File: src/design/gat_pkg.sv
package gat_pkg;

  localparam int DATA_W     = 8;
  localparam int FEAT_N     = 2;
  localparam int MAX_NODES  = 4;
  localparam int LANE_W     = $clog2(MAX_NODES);
  localparam int WH_DEPTH   = 32;
  localparam int WH_ADDR_W  = 5;
  localparam int SG_DEPTH   = 8;
  localparam int SG_ADDR_W  = 3;
  localparam int SG_CNT_W   = SG_ADDR_W + 1;
  localparam int NODE_CNT_W = 3;
  localparam int ALPHA_W    = 8;
  localparam int ALPHA_FRAC = 7;
  localparam int ACC_W      = 20;
  localparam int FIFO_DEPTH = 4;
  localparam int FIFO_PTR_W = 2;
  localparam int FIFO_CNT_W = 3;

  // Saturation bounds of a coefficient
  localparam int DATA_MAX = 2**(DATA_W-1) - 1;
  localparam int DATA_MIN = -(2**(DATA_W-1));

  // Weight of 1.0
  localparam logic [ALPHA_W-1:0] ALPHA_ONE = ALPHA_W'(1 << ALPHA_FRAC);

  typedef logic signed [DATA_W-1:0] data_t;
  typedef logic        [ALPHA_W-1:0] alpha_t;
  typedef logic signed [ACC_W-1:0]   acc_t;

  typedef struct packed {
    data_t [FEAT_N-1:0] feat;
  } wh_row_t;

  typedef struct packed {
    logic [WH_ADDR_W-1:0]  start_row;
    logic [NODE_CNT_W-1:0] node_cnt;
  } sg_info_t;

  typedef struct packed {
    data_t [MAX_NODES-1:0] coef;
    logic [NODE_CNT_W-1:0] node_cnt;
    logic [WH_ADDR_W-1:0]  start_row;
  } coef_rec_t;

  typedef struct packed {
    alpha_t [MAX_NODES-1:0] alpha;
    logic [NODE_CNT_W-1:0]  node_cnt;
    logic [WH_ADDR_W-1:0]   start_row;
  } alpha_rec_t;

  typedef struct packed {
    acc_t [FEAT_N-1:0]    sum;
    logic [SG_ADDR_W-1:0] sg_idx;
  } result_t;

  typedef enum logic [1:0] {
    IDLE,
    FETCH,
    CALC,
    DONE
  } unit_state_e;

endpackage

File: src/design/aggregator.sv
`timescale 1ns/1ps

module aggregator (
  input  logic                          clk,
  input  logic                          rst_n,
  input  logic                          valid_i,
  input  gat_pkg::alpha_rec_t           alpha_i,
  output logic [gat_pkg::WH_ADDR_W-1:0] wh_addr_o,
  input  gat_pkg::wh_row_t              wh_dout_i,
  output logic                          aggr_pre_ready_o,
  output logic                          result_valid_o,
  output gat_pkg::result_t              result_o
);
  import gat_pkg::*;

  unit_state_e           state_q;
  alpha_rec_t            rec_q;
  logic [NODE_CNT_W-1:0] row_q;
  logic [NODE_CNT_W-1:0] lane;
  acc_t [FEAT_N-1:0]     acc_q;
  acc_t [FEAT_N-1:0]     acc_nxt;
  result_t               res_q;
  logic                  valid_q;
  logic [SG_ADDR_W-1:0]  sg_idx_q;

  assign wh_addr_o = rec_q.start_row + WH_ADDR_W'(row_q);
  assign lane      = row_q - 1'b1;

  // One multiply-accumulate per feature on the row that just arrived
  always_comb begin
    for (int f = 0; f < FEAT_N; f++) begin
      acc_nxt[f] = acc_q[f] + $signed({1'b0, rec_q.alpha[lane[LANE_W-1:0]]}) * wh_dout_i.feat[f];
    end
  end

  always_ff @(posedge clk or negedge rst_n) begin
    if (!rst_n) begin
      state_q  <= IDLE;
      row_q    <= '0;
      valid_q  <= 1'b0;
      sg_idx_q <= '0;
    end else begin
      valid_q <= (state_q == DONE);
      case (state_q)
        IDLE: begin
          if (valid_i) begin
            row_q   <= '0;
            state_q <= CALC;
          end
        end
        CALC: begin
          row_q <= row_q + 1'b1;
          if (row_q == rec_q.node_cnt - 1'b1) begin
            state_q <= DONE;
          end
        end
        DONE: begin
          // Wraps across graphs
          sg_idx_q <= sg_idx_q + 1'b1;
          state_q  <= IDLE;
        end
        default: state_q <= IDLE;
      endcase
    end
  end

  always_ff @(posedge clk) begin
    if (state_q == IDLE && valid_i) begin
      rec_q <= alpha_i;
      acc_q <= '0;
    end
    if (state_q == CALC && row_q != '0) begin
      acc_q <= acc_nxt;
    end
    if (state_q == DONE) begin
      for (int f = 0; f < FEAT_N; f++) begin
        res_q.sum[f] <= acc_nxt[f] >>> ALPHA_FRAC;
      end
      res_q.sg_idx <= sg_idx_q;
    end
  end

  assign result_valid_o   = valid_q;
  assign aggr_pre_ready_o = valid_q;
  assign result_o         = res_q;

endmodule

File: src/design/coef_unit.sv
`timescale 1ns/1ps

module coef_unit (
  input  logic                          clk,
  input  logic                          rst_n,
  input  logic                          start_i,
  input  logic [gat_pkg::SG_CNT_W-1:0]  sg_count_i,
  input  gat_pkg::wh_row_t              a_i,
  output logic [gat_pkg::SG_ADDR_W-1:0] sg_addr_o,
  input  gat_pkg::sg_info_t             sg_dout_i,
  output logic [gat_pkg::WH_ADDR_W-1:0] wh_addr_o,
  input  gat_pkg::wh_row_t              wh_dout_i,
  input  logic                          fifo_full_i,
  output logic                          coef_done_o,
  output gat_pkg::coef_rec_t            coef_o
);
  import gat_pkg::*;

  unit_state_e           state_q;
  logic [SG_ADDR_W-1:0]  sg_idx_q;
  logic [SG_CNT_W-1:0]   sg_num_q;
  logic [NODE_CNT_W-1:0] row_q;
  logic [NODE_CNT_W-1:0] lane;
  logic                  stall;
  data_t                 coef_sat;
  coef_rec_t             rec_q;
  logic                  done_q;

  function automatic data_t dot_sat(wh_row_t a, wh_row_t row);
    logic signed [2*DATA_W-1:0] prod;
    logic signed [2*DATA_W:0]   sum;
    sum = '0;
    for (int f = 0; f < FEAT_N; f++) begin
      prod = $signed(a.feat[f]) * $signed(row.feat[f]);
      sum  = sum + prod;
    end
    if (sum > DATA_MAX) begin
      return data_t'(DATA_MAX);
    end else if (sum < DATA_MIN) begin
      return data_t'(DATA_MIN);
    end
    return data_t'(sum);
  endfunction

  // Table entry is valid from the first CALC cycle on
  assign sg_addr_o = sg_idx_q;
  assign wh_addr_o = sg_dout_i.start_row + WH_ADDR_W'(row_q);

  // Row data lags the address by one cycle
  assign lane     = row_q - 1'b1;
  assign coef_sat = dot_sat(a_i, wh_dout_i);

  // Hold the first row while the softmax FIFO has no room
  assign stall = (state_q == CALC) && (row_q == '0) && fifo_full_i;

  always_ff @(posedge clk or negedge rst_n) begin
    if (!rst_n) begin
      state_q  <= IDLE;
      sg_idx_q <= '0;
      sg_num_q <= '0;
      row_q    <= '0;
      done_q   <= 1'b0;
    end else begin
      done_q <= (state_q == DONE);
      case (state_q)
        IDLE: begin
          if (start_i && sg_count_i != '0) begin
            sg_idx_q <= '0;
            sg_num_q <= sg_count_i;
            state_q  <= FETCH;
          end
        end
        FETCH: begin
          row_q   <= '0;
          state_q <= CALC;
        end
        CALC: begin
          if (!stall) begin
            row_q <= row_q + 1'b1;
            if (row_q == sg_dout_i.node_cnt - 1'b1) begin
              state_q <= DONE;
            end
          end
        end
        DONE: begin
          sg_idx_q <= sg_idx_q + 1'b1;
          if ({1'b0, sg_idx_q} == sg_num_q - 1'b1) begin
            state_q <= IDLE;
          end else begin
            state_q <= FETCH;
          end
        end
        default: state_q <= IDLE;
      endcase
    end
  end

  always_ff @(posedge clk) begin
    if (state_q == FETCH) begin
      rec_q.coef <= '0;
    end
    if ((state_q == CALC && row_q != '0) || state_q == DONE) begin
      rec_q.coef[lane[LANE_W-1:0]] <= coef_sat;
    end
    if (state_q == DONE) begin
      rec_q.node_cnt  <= sg_dout_i.node_cnt;
      rec_q.start_row <= sg_dout_i.start_row;
    end
  end

  assign coef_done_o = done_q;
  assign coef_o      = rec_q;

  a_node_cnt_range: assert property (@(posedge clk) disable iff (!rst_n)
    state_q == CALC |-> sg_dout_i.node_cnt inside {[1:MAX_NODES]});

endmodule

File: src/design/gat_bram.sv
`timescale 1ns/1ps

module gat_bram #(
  parameter type DATA_T = logic [7:0],
  parameter int  DEPTH  = 32
) (
  input  logic                     clk,
  input  logic                     we_i,
  input  logic [$clog2(DEPTH)-1:0] waddr_i,
  input  DATA_T                    din_i,
  input  logic [$clog2(DEPTH)-1:0] raddr_i,
  output DATA_T                    dout_o
);

  DATA_T mem [DEPTH];

  // Port A writes, port B reads with one cycle of latency
  always_ff @(posedge clk) begin
    if (we_i) begin
      mem[waddr_i] <= din_i;
    end
    dout_o <= mem[raddr_i];
  end

endmodule

File: src/design/gat_top.sv
`timescale 1ns/1ps

module gat_top (
  input  logic                          clk,
  input  logic                          rst_n,

  input  logic                          wh_we_i,
  input  logic [gat_pkg::WH_ADDR_W-1:0] wh_addr_i,
  input  gat_pkg::wh_row_t              wh_din_i,
  input  logic                          wh_load_done_i,

  input  logic                          a_we_i,
  input  gat_pkg::wh_row_t              a_din_i,
  input  logic                          a_load_done_i,

  input  logic                          sg_we_i,
  input  logic [gat_pkg::SG_ADDR_W-1:0] sg_addr_i,
  input  gat_pkg::sg_info_t             sg_din_i,
  input  logic                          sg_load_done_i,

  input  logic [gat_pkg::SG_CNT_W-1:0]  sg_count_i,
  output logic                          busy_o,
  output logic                          result_valid_o,
  output gat_pkg::result_t              result_o
);
  import gat_pkg::*;

  wh_row_t               a_q;
  logic                  load_all;
  logic                  load_all_q;
  logic                  start;
  logic [SG_CNT_W-1:0]   pending_q;

  logic [SG_ADDR_W-1:0]  sg_rd_addr;
  sg_info_t              sg_rd_data;
  logic [WH_ADDR_W-1:0]  wh1_rd_addr;
  wh_row_t               wh1_rd_data;
  logic [WH_ADDR_W-1:0]  wh2_rd_addr;
  wh_row_t               wh2_rd_data;

  coef_rec_t             coef_rec;
  coef_rec_t             sm_fifo_dout;
  coef_rec_t             sm_rec_q;
  alpha_rec_t            alpha_rec;
  alpha_rec_t            aggr_fifo_dout;
  alpha_rec_t            aggr_rec_q;
  logic                  coef_done;
  logic                  sm_done;
  logic                  sm_fifo_full;

  // Bit 0 is the softmax stage, bit 1 the aggregation stage
  logic [1:0]            fifo_empty;
  logic [1:0]            pre_ready;
  logic [1:0]            pop;
  logic [1:0]            first_q;
  logic [1:0]            valid_q;

  always_ff @(posedge clk) begin
    if (a_we_i) begin
      a_q <= a_din_i;
    end
  end

  // Start on the rising edge of all three load levels
  assign load_all = wh_load_done_i && a_load_done_i && sg_load_done_i;
  assign start    = load_all && !load_all_q;

  always_ff @(posedge clk or negedge rst_n) begin
    if (!rst_n) begin
      load_all_q <= 1'b0;
      pending_q  <= '0;
    end else begin
      load_all_q <= load_all;
      if (start) begin
        pending_q <= sg_count_i;
      end else if (result_valid_o && pending_q != '0) begin
        pending_q <= pending_q - 1'b1;
      end
    end
  end

  assign busy_o = (pending_q != '0);

  // Two copies of WH give the two stages their own read port
  gat_bram #(.DATA_T(wh_row_t), .DEPTH(WH_DEPTH)) u_wh1_bram (
    .clk     (clk),
    .we_i    (wh_we_i),
    .waddr_i (wh_addr_i),
    .din_i   (wh_din_i),
    .raddr_i (wh1_rd_addr),
    .dout_o  (wh1_rd_data)
  );

  gat_bram #(.DATA_T(wh_row_t), .DEPTH(WH_DEPTH)) u_wh2_bram (
    .clk     (clk),
    .we_i    (wh_we_i),
    .waddr_i (wh_addr_i),
    .din_i   (wh_din_i),
    .raddr_i (wh2_rd_addr),
    .dout_o  (wh2_rd_data)
  );

  gat_bram #(.DATA_T(sg_info_t), .DEPTH(SG_DEPTH)) u_sg_bram (
    .clk     (clk),
    .we_i    (sg_we_i),
    .waddr_i (sg_addr_i),
    .din_i   (sg_din_i),
    .raddr_i (sg_rd_addr),
    .dout_o  (sg_rd_data)
  );

  coef_unit u_coef_unit (
    .clk         (clk),
    .rst_n       (rst_n),
    .start_i     (start),
    .sg_count_i  (sg_count_i),
    .a_i         (a_q),
    .sg_addr_o   (sg_rd_addr),
    .sg_dout_i   (sg_rd_data),
    .wh_addr_o   (wh1_rd_addr),
    .wh_dout_i   (wh1_rd_data),
    .fifo_full_i (sm_fifo_full),
    .coef_done_o (coef_done),
    .coef_o      (coef_rec)
  );

  stage_fifo #(.REC_T(coef_rec_t)) u_sm_fifo (
    .clk     (clk),
    .rst_n   (rst_n),
    .wr_i    (coef_done),
    .din_i   (coef_rec),
    .rd_i    (pop[0]),
    .dout_o  (sm_fifo_dout),
    .empty_o (fifo_empty[0]),
    .full_o  (sm_fifo_full)
  );

  // Pop on the first item, or when the stage asks for the next one
  assign pop = ~fifo_empty & ((first_q & ~valid_q) | pre_ready);

  always_ff @(posedge clk or negedge rst_n) begin
    if (!rst_n) begin
      first_q <= 2'b11;
      valid_q <= 2'b00;
    end else begin
      valid_q <= pop;
      for (int s = 0; s < 2; s++) begin
        if (valid_q[s]) begin
          first_q[s] <= 1'b0;
        end else if (pre_ready[s] && fifo_empty[s]) begin
          // Stage drained its FIFO, the next record pops on arrival
          first_q[s] <= 1'b1;
        end
      end
    end
  end

  always_ff @(posedge clk) begin
    if (pop[0]) begin
      sm_rec_q <= sm_fifo_dout;
    end
    if (pop[1]) begin
      aggr_rec_q <= aggr_fifo_dout;
    end
  end

  softmax_unit u_softmax_unit (
    .clk            (clk),
    .rst_n          (rst_n),
    .valid_i        (valid_q[0]),
    .coef_i         (sm_rec_q),
    .sm_done_o      (sm_done),
    .sm_pre_ready_o (pre_ready[0]),
    .alpha_o        (alpha_rec)
  );

  // Softmax needs three cycles per record, so this one cannot fill up
  stage_fifo #(.REC_T(alpha_rec_t)) u_aggr_fifo (
    .clk     (clk),
    .rst_n   (rst_n),
    .wr_i    (sm_done),
    .din_i   (alpha_rec),
    .rd_i    (pop[1]),
    .dout_o  (aggr_fifo_dout),
    .empty_o (fifo_empty[1]),
    .full_o  ()
  );

  aggregator u_aggregator (
    .clk              (clk),
    .rst_n            (rst_n),
    .valid_i          (valid_q[1]),
    .alpha_i          (aggr_rec_q),
    .wh_addr_o        (wh2_rd_addr),
    .wh_dout_i        (wh2_rd_data),
    .aggr_pre_ready_o (pre_ready[1]),
    .result_valid_o   (result_valid_o),
    .result_o         (result_o)
  );

  a_result_while_busy: assert property (@(posedge clk) disable iff (!rst_n)
    result_valid_o |-> busy_o);

endmodule

File: src/design/softmax_unit.sv
`timescale 1ns/1ps

module softmax_unit (
  input  logic                clk,
  input  logic                rst_n,
  input  logic                valid_i,
  input  gat_pkg::coef_rec_t  coef_i,
  output logic                sm_done_o,
  output logic                sm_pre_ready_o,
  output gat_pkg::alpha_rec_t alpha_o
);
  import gat_pkg::*;

  unit_state_e             state_q;
  coef_rec_t               rec_q;
  data_t                   max_c;
  data_t                   max_q;
  alpha_t [MAX_NODES-1:0]  weight;
  alpha_rec_t              alpha_q;

  // Largest coefficient among the used lanes, lane 0 is always used
  always_comb begin
    max_c = coef_i.coef[0];
    for (int j = 1; j < MAX_NODES; j++) begin
      if (j < coef_i.node_cnt && coef_i.coef[j] > max_c) begin
        max_c = coef_i.coef[j];
      end
    end
  end

  // Power of two weight from the distance to the maximum
  always_comb begin
    logic signed [DATA_W:0] diff;
    for (int j = 0; j < MAX_NODES; j++) begin
      diff = max_q - rec_q.coef[j];
      if (j >= rec_q.node_cnt) begin
        weight[j] = '0;
      end else if (diff >= ALPHA_FRAC) begin
        weight[j] = ALPHA_ONE >> ALPHA_FRAC;
      end else begin
        weight[j] = ALPHA_ONE >> diff;
      end
    end
  end

  always_ff @(posedge clk or negedge rst_n) begin
    if (!rst_n) begin
      state_q <= IDLE;
    end else begin
      case (state_q)
        IDLE: begin
          if (valid_i) begin
            state_q <= CALC;
          end
        end
        CALC:    state_q <= DONE;
        DONE:    state_q <= IDLE;
        default: state_q <= IDLE;
      endcase
    end
  end

  always_ff @(posedge clk) begin
    if (state_q == IDLE && valid_i) begin
      rec_q <= coef_i;
      max_q <= max_c;
    end
    if (state_q == CALC) begin
      alpha_q.alpha     <= weight;
      alpha_q.node_cnt  <= rec_q.node_cnt;
      alpha_q.start_row <= rec_q.start_row;
    end
  end

  // Done writes the next FIFO and asks for the next record in the same cycle
  assign sm_done_o      = (state_q == DONE);
  assign sm_pre_ready_o = (state_q == DONE);
  assign alpha_o        = alpha_q;

  a_valid_when_idle: assert property (@(posedge clk) disable iff (!rst_n)
    valid_i |-> state_q == IDLE);

endmodule

File: src/design/stage_fifo.sv
`timescale 1ns/1ps

module stage_fifo #(
  parameter type REC_T = logic [7:0]
) (
  input  logic clk,
  input  logic rst_n,
  input  logic wr_i,
  input  REC_T din_i,
  input  logic rd_i,
  output REC_T dout_o,
  output logic empty_o,
  output logic full_o
);
  import gat_pkg::*;

  REC_T                  mem [FIFO_DEPTH];
  logic [FIFO_PTR_W-1:0] wr_ptr_q;
  logic [FIFO_PTR_W-1:0] rd_ptr_q;
  logic [FIFO_CNT_W-1:0] cnt_q;
  logic                  do_wr;
  logic                  do_rd;

  assign empty_o = (cnt_q == '0);
  assign full_o  = (cnt_q == FIFO_CNT_W'(FIFO_DEPTH));
  assign do_wr   = wr_i && !full_o;
  assign do_rd   = rd_i && !empty_o;

  always_ff @(posedge clk or negedge rst_n) begin
    if (!rst_n) begin
      wr_ptr_q <= '0;
      rd_ptr_q <= '0;
      cnt_q    <= '0;
    end else begin
      if (do_wr) begin
        wr_ptr_q <= wr_ptr_q + 1'b1;
      end
      if (do_rd) begin
        rd_ptr_q <= rd_ptr_q + 1'b1;
      end
      if (do_wr && !do_rd) begin
        cnt_q <= cnt_q + 1'b1;
      end else if (do_rd && !do_wr) begin
        cnt_q <= cnt_q - 1'b1;
      end
    end
  end

  always_ff @(posedge clk) begin
    if (do_wr) begin
      mem[wr_ptr_q] <= din_i;
    end
  end

  // Head of queue, read without a register
  assign dout_o = mem[rd_ptr_q];

  a_no_overflow: assert property (@(posedge clk) disable iff (!rst_n) !(wr_i && full_o));
  a_no_underflow: assert property (@(posedge clk) disable iff (!rst_n) !(rd_i && empty_o));

endmodule

File: config.mk
export PLATFORM = sky130hd
export DESIGN_NAME = gat_top
export DESIGN_NICKNAME = d
export VERILOG_FILES = /design/src/design/gat_pkg.sv /design/src/design/aggregator.sv /design/src/design/coef_unit.sv /design/src/design/gat_bram.sv /design/src/design/gat_top.sv /design/src/design/softmax_unit.sv /design/src/design/stage_fifo.sv
export SDC_FILE = /design/constraint.sdc
export NUM_CORES = 2
export LEC_CHECK = 0
export BUFFER_PORTS_ARGS = -buffer_cell sky130_fd_sc_hd__buf_2
export CORE_MARGIN = 2
export CORE_UTILIZATION = 30
export CTS_BUF_LIST = sky130_fd_sc_hd__clkbuf_8
export CTS_CLUSTER_DIAMETER = 150
export DETAILED_ROUTE_END_ITERATION = 8
export GPL_ROUTABILITY_DRIVEN = 0
export SKIP_CTS_REPAIR_TIMING = 1
export SYNTH_ARGS = -nofsm -noshare
export SYNTH_HDL_FRONTEND = slang
export SYNTH_SLANG_ARGS = --single-unit
File: constraint.sdc
create_clock -name clk -period 12.45 [get_ports clk]
set_clock_uncertainty 0.2 [all_clocks]
set_input_delay 0.6225 -clock clk [delete_from_list [all_inputs] [get_ports clk]]
set_output_delay 0.6225 -clock clk [all_outputs]
set_load 0.02 [all_outputs]
==> impl_results.md <==
- Dpl cell area: 69900 um^2
- Residual DRC count: 0
- Number of distinct standard cells referenced by the synthesized netlist: 79
- Final critical delay including setup and external delays: 7.23 ns
- Kind of launch point of the worst setup path: flip-flop
- Tot GR Track Use: 13.1%
- Area Growth Syn to Fin: 12.9%
- Leading cell types in the layout, fill and taps excluded: edfxtp_1 (1197), inv_1 (498), mux4_2 (424)
- Number of vias per cell after detailed routing: 4.76
- Number of antenna violations at the first check in global routing: 8
- Post-synthesis instance area: 65700 um^2
- Arr. time, crit path: 7.86 ns
- Placement-stage worst setup slack: 5.22 ns
- # clock sinks: 1316
- Max Root-Sink Buffers: 3
- Actual transition at the worst max-transition pin: 1.18 ns
- Final core utilization: 34.1%
- Setup Crit Path Kind: reg2reg
- TritonCTS buffer count: 204
- Min-Delay Path Class: in2reg
- Share of final-layout standard cells stronger than drive strength 1: 22.6%
- Iteration-0 DRC count of the detailed router: 2825
- Max Fanout on Critical Path: 13
- Post-route antenna net violation count: 0
- Net count after synthesis: 4524
- Number of port buffers: 104
- Number of enable-type register cells in the synthesized netlist: 1197
- Synthesized netlist cell count: 3948
- Die Wd: 472 um
- Vias in the first global route: 36300
- Count of vias placed by the detailed router: 34500
- Setup_tns: 0 ns
- Clock root cell: clkbuf_8
- Largest cells by area after synthesis: edfxtp_1 (55%), mux4_2 (15%), fa_1 (7.7%)
- Fraction of registers with async set or reset after synthesis: 3.57%
- Leading cell type in the layout, fill and taps excluded: edfxtp_1
- Leading register cell type out of synthesis: edfxtp_1
- Warning count from the yosys run: 0
- Period Utilization, post-route: 58.1%
- Detailed Place HPWL: 94000 um
- Insertion delay to the later sink of the worst-skew pair: 0.92 ns
- CORE AREA: 217000 um^2
- First-pass GRT wire length: 223000 um
- Die Footprint: 223000 um^2
- Number of iterations in the first detailed-routing pass: 5
- Register area share after synthesis: 58.7%
- Max Cap Viol: 0
- Mean area per synthesized cell: 16.6 um^2
- Detailed-route wire length: 146000 um
- Pin count of the biggest net entering global routing: 64
- Final worst setup slack: 5.22 ns
- Largest area contributor in the synthesized netlist: edfxtp_1
- Initial core utilization: 30.2%
- Run status: finished clean
- Total gr overflow: 0
- Crit path capture type: flip-flop
- Post-synthesis register bit count: 1316
- Max H-tree Level: 4
- Number of endpoints with negative hold slack in the final report: 0
- Routed WL per cell: 20.1 um
- Final Max Slew Viols: 0
- Share of the synthesized area in the top cell type: 54.7%
- Placement row count: 171
- Highest attainable clock frequency: 138 MHz
- Final Net Count: 4785
- Relative max-transition margin: 21.1%
- Total I/O pin count: 105
- Unrepaired setup endpoints after global routing: false
- Clock tree from TritonCTS: built
- Chip height: 472 um
- Final instance area: 74200 um^2
- Clk slew on worst S/H paths: 0.07 ns
- Critical Path RT: 13.08 ns
- Final setup violating endpoints: 0
## synth_stat cells, drive strengths merged (9+ instances only)
cell type,count
a211oi,9
a21boi,10
a21o,16
a21oi,69
a31oi,17
and2,183
buf,65
clkbuf,79
dfrtp,45
dfxtp,72
edfxtp,1197
fa,253
ha,263
inv,425
mux2,60
mux2i,21
mux4,424
nand2,174
nand2b,33
nand3,21
nand3b,10
nand4,10
nor2,122
nor2b,24
nor3,41
o21a,25
o21ai,79
xnor2,79
xor2,21
## final timing paths
check	endpoint	cells past startpoint	slack, ns	startpoint
max	u_coef_unit.coef_o[35]	20	5.22	u_wh1_bram.dout_o[8]
min	u_wh1_bram.mem[4][11]	1	0.03	wh_din_i[11]
max reg2reg	u_coef_unit.coef_o[35]	20	5.22	u_wh1_bram.dout_o[8]
min reg2reg	u_aggregator.rec_q[27]	0	0.21	aggr_rec_q[27]
max in group asynchronous	u_sm_fifo.rd_ptr_q[1]	3	11.27	rst_n
min in group asynchronous	u_aggr_fifo.wr_ptr_q[0]	3	0.24	rst_n
## metrics by stage
stage,cells,hold slack (ns)
floorplan,3948,0.127
CTS,7193,-0.422
global placement,6819,0.204
finish,7240,0.0288
detailed placement,6819,0.205
global route,7239,-0.00182
## area by class of cell
type,count,area [um^2]
sequential,1316,38600
clock inverter,159,938
clock buffer,215,2960
inverter,426,1600
timing repair buffer,199,1330
tap,2854,3570
fill,20800,143000
multi-input combinational,2062,25200
antenna,9,22.5
## per-layer routing
layer  vias up  part of all wire, %  global-route usage (%)
li1      15400                    -                       -
met1     17800                   44                    18.0
met2      1008                   48                    21.0
met3       234                  5.9                    2.51
met4         0                  2.4                    3.99
met5         -                    0                       0
## kinds of logic after synthesis
family | synth area share (%)
muxes | 15.9
adders and majority gates | 12.7
DFF | 58.7
xor gates and xnor gates | 1.36
buffers and inverters | 3.38
and+or+nand+nor | 5.13
AOI/OAI and AO/OA | 2.82
## flip-flops by register name, summed over array words and instances (netlist names), 29 cells and up
signal                  flops
u_aggr_fifo.mem           160
u_sg_bram.mem              64
u_sm_fifo.mem             160
u_aggregator.acc_q         40
u_softmax_unit.rec_q       40
u_wh2_bram.mem            176
aggr_rec_q                 40
u_aggregator.rec_q         40
u_aggregator.result_o      29
u_softmax_unit.alpha_o     40
u_coef_unit.coef_o         40
sm_rec_q                   40
u_wh1_bram.mem            336
## critical path, stage by stage (launching register included)
cell and delay (ns):
dfxtp_1 0.50, and2_1 0.52, inv_1 0.12, fa_1 0.47, fa_1 0.51, inv_1 0.05, fa_1 0.55, fa_1 0.43
fa_1 0.50, inv_1 0.05, fa_1 0.47, inv_1 0.04, ha_1 0.24, or3_4 0.38, a211oi_4 0.27, nor2_1 0.08
a311o_1 0.43, xnor2_4 0.16, nor4_4 0.68, o21ai_1 0.30, o21ai_1 0.21
Power is not shown: default switching activity piles up to over one toggle a cycle in this logic, so the estimate is an artifact.
